File: src/common/dma_target_pkg.sv
// DMA target shared types: flit and header layout, state and opcode enums, NoC sizes
package dma_target_pkg;

  //////////////////////////////
  // NoC and packet dimensions
  //////////////////////////////

  // Flit is a 2-bit type on top of a 32-bit content word
  localparam int FLIT_WIDTH = 34;
  localparam int DATA_WIDTH = 32;
  // Byte addresses, words are 4 bytes apart
  localparam int ADDR_WIDTH = 32;

  // Header, address and up to 14 data flits
  localparam int NOC_PACKET_SIZE   = 16;
  localparam int MAX_PAYLOAD_WORDS = NOC_PACKET_SIZE - 2;
  // Index width for one packet worth of flits
  localparam int PKT_CNT_WIDTH     = $clog2(NOC_PACKET_SIZE);

  // Header field widths
  localparam int SIZE_WIDTH      = 12;
  localparam int TILE_ID_WIDTH   = 5;
  localparam int PACKET_ID_WIDTH = 4;

  // Class code that routes a packet to the DMA unit
  localparam logic [2:0] PACKET_CLASS_DMA = 3'b010;

  //////////////////////////////
  // Encodings
  //////////////////////////////

  // Flit position within a packet
  typedef enum logic [1:0] {
    PAYLOAD = 2'b00,
    HEADER  = 2'b01,
    LAST    = 2'b10,
    SINGLE  = 2'b11
  } flit_type_e;

  // Request and response opcodes
  typedef enum logic [1:0] {
    L2R_REQ  = 2'b00,
    R2L_REQ  = 2'b01,
    L2R_RESP = 2'b10,
    R2L_RESP = 2'b11
  } packet_type_e;

  typedef struct packed {
    flit_type_e            ftype;
    logic [DATA_WIDTH-1:0] content;
  } flit_t;

  // Content of a header flit, MSB first
  typedef struct packed {
    logic [TILE_ID_WIDTH-1:0]   dest;
    logic [2:0]                 pclass;
    logic [TILE_ID_WIDTH-1:0]   src;
    logic [PACKET_ID_WIDTH-1:0] packet_id;
    packet_type_e               ptype;
    // Word count of the request or of this response packet
    logic [SIZE_WIDTH-1:0]      size;
    // Set on the final packet of a response
    logic                       last;
  } header_t;

  // Request controller states
  typedef enum logic [3:0] {
    IDLE,
    L2R_GETADDR,
    L2R_DATA,
    L2R_SENDRESP,
    R2L_GETLADDR,
    R2L_GETRADDR,
    R2L_GENHDR,
    R2L_GENADDR,
    R2L_DATA
  } ctrl_state_e;

endpackage
File: src/rtl/dma_target.sv
// DMA target top: input packet buffer, request controller and read FIFO in a pipeline
`timescale 1ns/1ps

module dma_target #(
  parameter logic [dma_target_pkg::TILE_ID_WIDTH-1:0] tile_id = '0
) (
  input  logic                                  clk,
  input  logic                                  rst,

  // NoC input
  input  dma_target_pkg::flit_t                 noc_in_flit_i,
  input  logic                                  noc_in_valid_i,
  output logic                                  noc_in_ready_o,

  // NoC output
  output dma_target_pkg::flit_t                 noc_out_flit_o,
  output logic                                  noc_out_valid_o,
  input  logic                                  noc_out_ready_i,

  // Local memory
  output logic                                  mem_en_o,
  output logic                                  mem_we_o,
  output logic [dma_target_pkg::ADDR_WIDTH-1:0] mem_addr_o,
  output logic [dma_target_pkg::DATA_WIDTH-1:0] mem_wdata_o,
  input  logic [dma_target_pkg::DATA_WIDTH-1:0] mem_rdata_i
);
  import dma_target_pkg::*;

  // Buffer to controller
  flit_t                 buf_flit;
  logic                  buf_valid;
  logic                  buf_ready;

  // Controller and read FIFO
  logic                  rd_push;
  logic                  rd_pop;
  logic [DATA_WIDTH-1:0] fifo_data;
  logic                  fifo_valid;
  logic [1:0]            fifo_count;

  dma_packet_buffer u_buffer (
    .clk         (clk),
    .rst         (rst),
    .in_flit_i   (noc_in_flit_i),
    .in_valid_i  (noc_in_valid_i),
    .in_ready_o  (noc_in_ready_o),
    .out_flit_o  (buf_flit),
    .out_valid_o (buf_valid),
    .out_ready_i (buf_ready)
  );

  dma_request_ctrl #(
    .tile_id (tile_id)
  ) u_ctrl (
    .clk             (clk),
    .rst             (rst),
    .req_flit_i      (buf_flit),
    .req_valid_i     (buf_valid),
    .req_ready_o     (buf_ready),
    .mem_en_o        (mem_en_o),
    .mem_we_o        (mem_we_o),
    .mem_addr_o      (mem_addr_o),
    .mem_wdata_o     (mem_wdata_o),
    .rd_push_o       (rd_push),
    .fifo_data_i     (fifo_data),
    .fifo_valid_i    (fifo_valid),
    .fifo_count_i    (fifo_count),
    .rd_pop_o        (rd_pop),
    .noc_out_flit_o  (noc_out_flit_o),
    .noc_out_valid_o (noc_out_valid_o),
    .noc_out_ready_i (noc_out_ready_i)
  );

  // Memory read data goes straight into the FIFO
  dma_read_fifo u_read_fifo (
    .clk     (clk),
    .rst     (rst),
    .push_i  (rd_push),
    .data_i  (mem_rdata_i),
    .pop_i   (rd_pop),
    .data_o  (fifo_data),
    .valid_o (fifo_valid),
    .count_o (fifo_count)
  );

endmodule

File: src/dma_engine/dma_request_ctrl.sv
// DMA request controller: decodes requests, drives local memory and composes response flits
`timescale 1ns/1ps

module dma_request_ctrl #(
  parameter logic [dma_target_pkg::TILE_ID_WIDTH-1:0] tile_id = '0
) (
  input  logic                                  clk,
  input  logic                                  rst,

  // Request flits from the packet buffer
  input  dma_target_pkg::flit_t                 req_flit_i,
  input  logic                                  req_valid_i,
  output logic                                  req_ready_o,

  // Local memory
  output logic                                  mem_en_o,
  output logic                                  mem_we_o,
  output logic [dma_target_pkg::ADDR_WIDTH-1:0] mem_addr_o,
  output logic [dma_target_pkg::DATA_WIDTH-1:0] mem_wdata_o,

  // Read FIFO
  output logic                                  rd_push_o,
  input  logic [dma_target_pkg::DATA_WIDTH-1:0] fifo_data_i,
  input  logic                                  fifo_valid_i,
  input  logic [1:0]                            fifo_count_i,
  output logic                                  rd_pop_o,

  // NoC output
  output dma_target_pkg::flit_t                 noc_out_flit_o,
  output logic                                  noc_out_valid_o,
  input  logic                                  noc_out_ready_i
);
  import dma_target_pkg::*;

  ctrl_state_e                state;
  ctrl_state_e                state_nxt;

  // Request fields latched from the incoming packet
  header_t                    hdr_in;
  logic [TILE_ID_WIDTH-1:0]   src_tile;
  logic [PACKET_ID_WIDTH-1:0] packet_id;
  logic [SIZE_WIDTH-1:0]      words_total;
  logic [ADDR_WIDTH-1:0]      laddr;
  logic [ADDR_WIDTH-1:0]      raddr;

  // L2R write index
  logic [SIZE_WIDTH-1:0]      wr_cnt;
  // Response bookkeeping: earlier packets, this packet, reads issued
  logic [SIZE_WIDTH-1:0]      words_sent;
  logic [PKT_CNT_WIDTH-1:0]   pkt_words;
  logic [PKT_CNT_WIDTH-1:0]   pkt_sent;
  logic [PKT_CNT_WIDTH-1:0]   rd_issued;

  logic [SIZE_WIDTH-1:0]      words_left;
  logic [SIZE_WIDTH-1:0]      pkt_size;
  logic [ADDR_WIDTH-1:0]      word_idx;
  header_t                    resp_hdr;
  logic                       req_fire;
  logic                       out_fire;
  logic                       rd_en;
  logic                       pkt_last;

  assign hdr_in   = req_flit_i.content;
  assign req_fire = req_valid_i & req_ready_o;
  assign out_fire = noc_out_valid_o & noc_out_ready_i;

  assign words_left = words_total - words_sent;
  // At most 14 payload words per response packet
  assign pkt_size   = (words_left < SIZE_WIDTH'(MAX_PAYLOAD_WORDS)) ?
                      words_left : SIZE_WIDTH'(MAX_PAYLOAD_WORDS);
  assign pkt_last   = (pkt_sent == pkt_words - 1'b1);

  // Read only while FIFO entries plus the read in flight leave room
  assign rd_en = ((state == R2L_GENADDR) | (state == R2L_DATA)) & (rd_issued < pkt_words) &
                 ((3'(fifo_count_i) + 3'(rd_push_o)) < 3'd3);

  // Word offset from the local base address
  assign word_idx    = (state == L2R_DATA) ? ADDR_WIDTH'(wr_cnt) :
                       ADDR_WIDTH'(words_sent) + ADDR_WIDTH'(rd_issued);
  assign mem_addr_o  = laddr + (word_idx << 2);
  assign mem_wdata_o = req_flit_i.content;

  //////////////////////////////
  // Next state and outputs
  //////////////////////////////

  always_comb begin
    state_nxt       = state;
    req_ready_o     = 1'b0;
    mem_en_o        = 1'b0;
    mem_we_o        = 1'b0;
    rd_pop_o        = 1'b0;
    noc_out_valid_o = 1'b0;
    noc_out_flit_o  = '0;

    // Fields common to both response kinds
    resp_hdr           = '0;
    resp_hdr.dest      = src_tile;
    resp_hdr.pclass    = PACKET_CLASS_DMA;
    resp_hdr.src       = tile_id;
    resp_hdr.packet_id = packet_id;

    case (state)
      IDLE: begin
        req_ready_o = 1'b1;
        if (req_valid_i) begin
          state_nxt = (hdr_in.ptype == R2L_REQ) ? R2L_GETLADDR : L2R_GETADDR;
        end
      end
      L2R_GETADDR: begin
        req_ready_o = 1'b1;
        if (req_valid_i) begin
          state_nxt = L2R_DATA;
        end
      end
      L2R_DATA: begin
        // Each accepted data flit is written in the same cycle
        req_ready_o = 1'b1;
        mem_en_o    = req_valid_i;
        mem_we_o    = req_valid_i;
        if (req_valid_i && (wr_cnt == words_total - 1'b1)) begin
          state_nxt = L2R_SENDRESP;
        end
      end
      L2R_SENDRESP: begin
        resp_hdr.ptype        = L2R_RESP;
        noc_out_valid_o       = 1'b1;
        noc_out_flit_o.ftype  = SINGLE;
        noc_out_flit_o.content = resp_hdr;
        if (noc_out_ready_i) begin
          state_nxt = IDLE;
        end
      end
      R2L_GETLADDR: begin
        req_ready_o = 1'b1;
        if (req_valid_i) begin
          state_nxt = R2L_GETRADDR;
        end
      end
      R2L_GETRADDR: begin
        req_ready_o = 1'b1;
        if (req_valid_i) begin
          state_nxt = R2L_GENHDR;
        end
      end
      R2L_GENHDR: begin
        resp_hdr.ptype         = R2L_RESP;
        resp_hdr.size          = pkt_size;
        resp_hdr.last          = (words_left <= SIZE_WIDTH'(MAX_PAYLOAD_WORDS));
        noc_out_valid_o        = 1'b1;
        noc_out_flit_o.ftype   = HEADER;
        noc_out_flit_o.content = resp_hdr;
        if (noc_out_ready_i) begin
          state_nxt = R2L_GENADDR;
        end
      end
      R2L_GENADDR: begin
        // Reads for this packet may already start here
        mem_en_o               = rd_en;
        noc_out_valid_o        = 1'b1;
        noc_out_flit_o.ftype   = PAYLOAD;
        noc_out_flit_o.content = raddr + (ADDR_WIDTH'(words_sent) << 2);
        if (noc_out_ready_i) begin
          state_nxt = R2L_DATA;
        end
      end
      R2L_DATA: begin
        mem_en_o               = rd_en;
        noc_out_valid_o        = fifo_valid_i;
        noc_out_flit_o.ftype   = pkt_last ? LAST : PAYLOAD;
        noc_out_flit_o.content = fifo_data_i;
        rd_pop_o               = out_fire;
        if (out_fire && pkt_last) begin
          // Done once this packet covers everything left
          state_nxt = (words_left == SIZE_WIDTH'(pkt_words)) ? IDLE : R2L_GENHDR;
        end
      end
      default: begin
        state_nxt = IDLE;
      end
    endcase
  end

  // Request fields, loaded as the matching flit is accepted
  always_ff @(posedge clk) begin
    if (req_fire) begin
      case (state)
        IDLE: begin
          src_tile    <= hdr_in.src;
          packet_id   <= hdr_in.packet_id;
          words_total <= hdr_in.size;
        end
        L2R_GETADDR, R2L_GETLADDR: laddr <= req_flit_i.content;
        R2L_GETRADDR:              raddr <= req_flit_i.content;
        default: ;
      endcase
    end
  end

  always_ff @(posedge clk) begin
    if (rst) begin
      state      <= IDLE;
      rd_push_o  <= 1'b0;
      wr_cnt     <= '0;
      words_sent <= '0;
      pkt_words  <= '0;
      pkt_sent   <= '0;
      rd_issued  <= '0;
    end else begin
      state <= state_nxt;
      // Read data shows up one cycle after the strobe
      rd_push_o <= rd_en;
      if (rd_en) begin
        rd_issued <= rd_issued + 1'b1;
      end
      case (state)
        L2R_GETADDR:  wr_cnt <= '0;
        L2R_DATA: begin
          if (req_fire) begin
            wr_cnt <= wr_cnt + 1'b1;
          end
        end
        R2L_GETRADDR: words_sent <= '0;
        R2L_GENHDR: begin
          // Start a new response packet
          if (out_fire) begin
            pkt_words <= pkt_size[PKT_CNT_WIDTH-1:0];
            pkt_sent  <= '0;
            rd_issued <= '0;
          end
        end
        R2L_DATA: begin
          if (out_fire) begin
            pkt_sent <= pkt_sent + 1'b1;
            if (pkt_last) begin
              words_sent <= words_sent + SIZE_WIDTH'(pkt_words);
            end
          end
        end
        default: ;
      endcase
    end
  end

endmodule

File: src/dma_engine/dma_read_fifo.sv
// Three-entry shift FIFO holding memory read data on its way to the NoC output
`timescale 1ns/1ps

module dma_read_fifo (
  input  logic                                  clk,
  input  logic                                  rst,
  input  logic                                  push_i,
  input  logic [dma_target_pkg::DATA_WIDTH-1:0] data_i,
  input  logic                                  pop_i,
  output logic [dma_target_pkg::DATA_WIDTH-1:0] data_o,
  output logic                                  valid_o,
  output logic [1:0]                            count_o
);
  import dma_target_pkg::*;

  // Entry 0 is the head
  logic [DATA_WIDTH-1:0] data_q [3];
  // Value each entry takes when the FIFO shifts, last entry keeps its own
  logic [DATA_WIDTH-1:0] upper [3];
  // One-hot write position, bit 0 means empty and bit 3 full
  logic [3:0]            pos;

  assign data_o  = data_q[0];
  assign valid_o = ~pos[0];
  // Count from the registered position only
  assign count_o = {pos[3] | pos[2], pos[3] | pos[1]};

  assign upper[0] = data_q[1];
  assign upper[1] = data_q[2];
  assign upper[2] = data_q[2];

  always_ff @(posedge clk) begin
    if (rst) begin
      pos <= 4'b0001;
    end else if (push_i & ~pop_i) begin
      pos <= pos << 1;
    end else if (~push_i & pop_i) begin
      pos <= pos >> 1;
    end
  end

  //////////////////////////////
  // Data shift
  //////////////////////////////

  always_ff @(posedge clk) begin
    for (int i = 0; i < 3; i++) begin
      if (pop_i) begin
        // On push and pop the new word lands one below the write position
        if (push_i & pos[i+1]) begin
          data_q[i] <= data_i;
        end else begin
          data_q[i] <= upper[i];
        end
      end else if (push_i & pos[i]) begin
        data_q[i] <= data_i;
      end
    end
  end

endmodule

File: src/rtl/dma_packet_buffer.sv
// Input flit FIFO that hands a packet to the controller only once it is stored completely
`timescale 1ns/1ps

module dma_packet_buffer (
  input  logic                  clk,
  input  logic                  rst,

  // NoC side
  input  dma_target_pkg::flit_t in_flit_i,
  input  logic                  in_valid_i,
  output logic                  in_ready_o,

  // Controller side
  output dma_target_pkg::flit_t out_flit_o,
  output logic                  out_valid_o,
  input  logic                  out_ready_i
);
  import dma_target_pkg::*;

  // Flit storage
  flit_t                    mem [NOC_PACKET_SIZE];

  // Pointers wrap at the power-of-two depth
  logic [PKT_CNT_WIDTH-1:0] wr_ptr;
  logic [PKT_CNT_WIDTH-1:0] rd_ptr;
  // Flits stored and complete packets stored
  logic [PKT_CNT_WIDTH:0]   fill;
  logic [PKT_CNT_WIDTH:0]   pkt_cnt;

  logic                     push;
  logic                     pop;
  logic                     push_end;
  logic                     pop_end;

  // Back-pressure only when every slot is taken
  assign in_ready_o  = (fill != (PKT_CNT_WIDTH + 1)'(NOC_PACKET_SIZE));
  // Head flit belongs to a complete packet whenever one is counted
  assign out_valid_o = (pkt_cnt != '0);
  assign out_flit_o  = mem[rd_ptr];

  assign push = in_valid_i & in_ready_o;
  assign pop  = out_valid_o & out_ready_i;

  // Packet boundaries on either side
  assign push_end = push & ((in_flit_i.ftype == LAST) | (in_flit_i.ftype == SINGLE));
  assign pop_end  = pop & ((out_flit_o.ftype == LAST) | (out_flit_o.ftype == SINGLE));

  always_ff @(posedge clk) begin
    if (push) begin
      mem[wr_ptr] <= in_flit_i;
    end
  end

  //////////////////////////////
  // Pointers and counters
  //////////////////////////////

  always_ff @(posedge clk) begin
    if (rst) begin
      wr_ptr  <= '0;
      rd_ptr  <= '0;
      fill    <= '0;
      pkt_cnt <= '0;
    end else begin
      if (push) begin
        wr_ptr <= wr_ptr + 1'b1;
      end
      if (pop) begin
        rd_ptr <= rd_ptr + 1'b1;
      end
      // Simultaneous push and pop leaves the fill level alone
      if (push & ~pop) begin
        fill <= fill + 1'b1;
      end else if (~push & pop) begin
        fill <= fill - 1'b1;
      end
      // Packet becomes visible one cycle after its last flit arrives
      if (push_end & ~pop_end) begin
        pkt_cnt <= pkt_cnt + 1'b1;
      end else if (~push_end & pop_end) begin
        pkt_cnt <= pkt_cnt - 1'b1;
      end
    end
  end

endmodule

File: config.mk
export PLATFORM = sky130hd
export DESIGN_NAME = dma_target
export DESIGN_NICKNAME = d
export VERILOG_FILES = /design/src/common/dma_target_pkg.sv /design/src/rtl/dma_target.sv /design/src/dma_engine/dma_request_ctrl.sv /design/src/dma_engine/dma_read_fifo.sv /design/src/rtl/dma_packet_buffer.sv
export SDC_FILE = /design/constraint.sdc
export NUM_CORES = 1
export LEC_CHECK = 0
export ABC_CLOCK_PERIOD_IN_PS = 11800
export BUFFER_PORTS_ARGS = -buffer_cell sky130_fd_sc_hd__buf_2
export CAP_MARGIN = 20
export CORE_MARGIN = 1.5
export CORE_UTILIZATION = 41
export CTS_BUF_LIST = sky130_fd_sc_hd__clkbuf_4 sky130_fd_sc_hd__clkbuf_8
export DETAILED_ROUTE_END_ITERATION = 10
export GPL_ROUTABILITY_DRIVEN = 0
export PLACE_DENSITY = 0.64
export SYNTH_ARGS = -nofsm -noshare
export SYNTH_HDL_FRONTEND = slang
export SYNTH_SLANG_ARGS = --single-unit
File: constraint.sdc
create_clock -name clk -period 11.8 [get_ports clk]
set_clock_uncertainty 0.2 [all_clocks]
set_input_delay 1.77 -clock clk [delete_from_list [all_inputs] [get_ports clk]]
set_output_delay 1.77 -clock clk [all_outputs]
set_load 0.01 [all_outputs]
==> metrics.txt <==
Peak supply drop 0.126 mV; Clock Latency Late Sink 0.75 ns; antenna viol nets, final 0; cell count after synthesis between 1500 and 2000; fin crit share approximately 66%; Post-synth EDFFs 709; DR iter-0 viols about 1800; WP data arrival 5.80 ns; syn avg cell area about 17 um^2; largest cells by area after synthesis edfxtp_1 64%, mux4_2 11%, dfxtp_1 4.1%; max cap viols 0; Netlist cell types slightly below 70; Total Power slightly below 8 mW; final net count 2360; Area growth, synth to finish 14.5%; HP Class reg2reg; Yosys Warn Count 0; unrepaired setup endpoints after global routing no; Boundary Pins between 150 and 200; first drt pass iteration count 6; Yosys top cell area share about 64%; fmax between 0.1 and 0.15 GHz; Fillers ~6800; share of cells above drive strength 1 approximately 29%; leak pwr about 13 nW; grt total ovfl 0; CTS tree yes; Synth Flop Type edfxtp_1; setup repair bufs after CTS 0; Period minus WS final 7.77 ns; slowest cell on the critical path o21ai_1; hold slack final ~0.29 ns; register area share after synthesis between 60% and 70%; status completed; Final Max Slew Viols 0; CP max FO 15; non-filler cells in the finished layout between 3000 and 4000; Post-synth top cells 709 x edfxtp_1, 164 x mux4_2, 117 x nor2_1; Worst Setup Start Kind register; cells along the critical path inv_1, nor2_1, nand2_1, nand2_1, nand2_1, ha_1, fa_1, a21o_1, a21oi_1, o21ai_0, a41o_1, o211a_1, o21ai_1, nor2_1, xor2_1, buf_2; port bufs between 150 and 200; Post-Syn Nets 2107; Initial Utilization a little over two fifths; register bit total from synthesis around 780; number of hold buffers added after CTS 0; crit path kind reg2out; CTS sink count roughly 780; worst-margin pin slew around 1.1 ns; drt wl/cell 24.4 um; root buf cell clkbuf_8; CP most frequent cell nand2_1; Longest Clk Path Bufs 3; TritonCTS buffer count between 100 and 150; clock transition at the registers of the reported paths 0.07 ns; placed cell areas about 35000 um^2; top-count cell post-synth edfxtp_1; endpoints failing setup 0; Detailed Route WL 82300 um; FFs w/ async S/R, synth 0%; vias in the first global route 19300; Vias around 19000; Cell Area, Synth between 30000 and 40000 um^2; Post-Layout Inst Area approximately 38000 um^2; Via density 5.56; global-route wire length before repair roughly 120000 um; critical path endpoint category output pin; Final Hold Fails 0; floorplan die height around 290 um; DRC violations left 0; setup TNS 0 ns; hpwl dp around 51000 um; Synth area leader edfxtp_1; Cells after DPL ~3100; FP Rows approximately 100; DIE AREA around 80000 um^2; pwr dens 205 nW/um^2; H-tree levels 3; Max stage delay on crit path roughly 0.87 ns; Crit path required time 9.83 ns; GR Util All Layers between 10% and 20%; initial antenna violation count 17; Die W ~290 um; Slew Limit Headroom about a quarter; largest net degree at the start of global routing 53; core area approximately 80000 um^2; Resized cells post-CTS 0
[final cells by class]
class	count	area (um^2)	area share (%)
Multi-Input combinational cell	1065	10100	26.7
Clock buffer	157	1970	5.19
Antenna cell	2	5.00	0.0132
Sequential cell	776	22600	59.8
Timing Repair Buffer	208	1160	3.07
Clock inverter	64	510	1.35
Inverter	43	161	0.426
Tap cell	1050	1310	3.47
[cells by family (layout without fill, tap and decap cells)]
logic type	after synthesis	count (layout)	share of synthesized area [%]
AOI/OAI and AO/OA	230	230	4.25
xor gates and xnor gates	126	126	3.38
adders and majority gates	75	75	3.00
buffers and inverters	121	472	1.43
muxes	237	237	13.6
DFF	776	776	68.4
other	0	2	0
and+or+nand+nor	397	397	5.89
[cells in the final DEF, fill, tap and decap left out, types with 56 or more instances in the layout]
cell and n:
nor2_1 104, clkbuf_8 126, xnor2_1 69, ha_1 68, nand2_1 86, dfxtp_1 63
xor2_1 56, a21oi_1 68, o21ai_0 71, mux4_2 164, mux2_2 65, edfxtp_1 709
buf_2 170
[state kept, by name (all words and copies together) (netlist names), named ones only]
signal / cells
u_ctrl.rd_push_o: 1
u_ctrl.state: 4
u_ctrl.src_tile: 5
u_buffer.wr_ptr: 4
u_buffer.rd_ptr: 4
u_ctrl.pkt_words: 4
u_ctrl.words_total: 12
u_ctrl.laddr: 32
u_buffer.pkt_cnt: 5
u_buffer.mem: 528
u_buffer.fill: 5
u_ctrl.raddr: 32
u_ctrl.pkt_sent: 4
u_ctrl.packet_id: 4
u_read_fifo.pos: 4
u_ctrl.rd_issued: 4
u_ctrl.wr_cnt: 12
u_read_fifo.data_q: 96
u_ctrl.words_sent: 12
[worst paths after layout]
| kind | start | end | slack (ns) | cells past startpoint |
|---|---|---|---|---|
| setup / recovery | u_ctrl.state[1]$_SDFFE_PP0P_ | mem_addr_o[18] | 4.03 | 16 |
| hold / removal | u_buffer.pkt_cnt[4]$_SDFFE_PP0P_ | u_buffer.pkt_cnt[4]$_SDFFE_PP0P_ | 0.29 | 2 |
| setup reg to reg | register | u_buffer.pkt_cnt[4]$_SDFFE_PP0P_ | 7.36 | 13 |
| hold reg to reg | u_buffer.pkt_cnt[4]$_SDFFE_PP0P_ | u_buffer.pkt_cnt[4]$_SDFFE_PP0P_ | 0.29 | 2 |
[metal layers]
layer	wire [um]	track usage (%)
met1	33800	26.3
met4	1940	6.13
met5	215	1.22
met3	6080	4.37
met2	40200	33.1
[power breakdown]
part	internal (mW)	total, mW	switching [mW]
combinational	0.860	2.06	1.20
clock	1.23	2.29	1.06
sequential	3.27	3.42	0.154
[metrics by stage]
stage	utilization, %	setup WS, ns
2_1_floorplan	-	6.21
5_1_grt	47.7	3.66
3_3_place_gp	44.5	4.82
6_report	47.7	4.03
3_5_place_dp	44.5	4.82
4_1_cts	47.7	3.99
[worst max-delay path: cells and delay by family, from the launching register on]
| kind | cells | cell delay [ns] |
|---|---|---|
| flip-flops | 1 | 0.66 |
| buffers and inverters | 2 | 0.36 |
| AO/OA/AOI/OAI | 6 | 2.14 |
| AND/OR/NAND/NOR | 5 | 1.01 |
| adder cells (fa/ha/maj) | 2 | 0.62 |
| XOR/XNOR | 1 | 0.28 |
(Power assumes the default switching activity.)
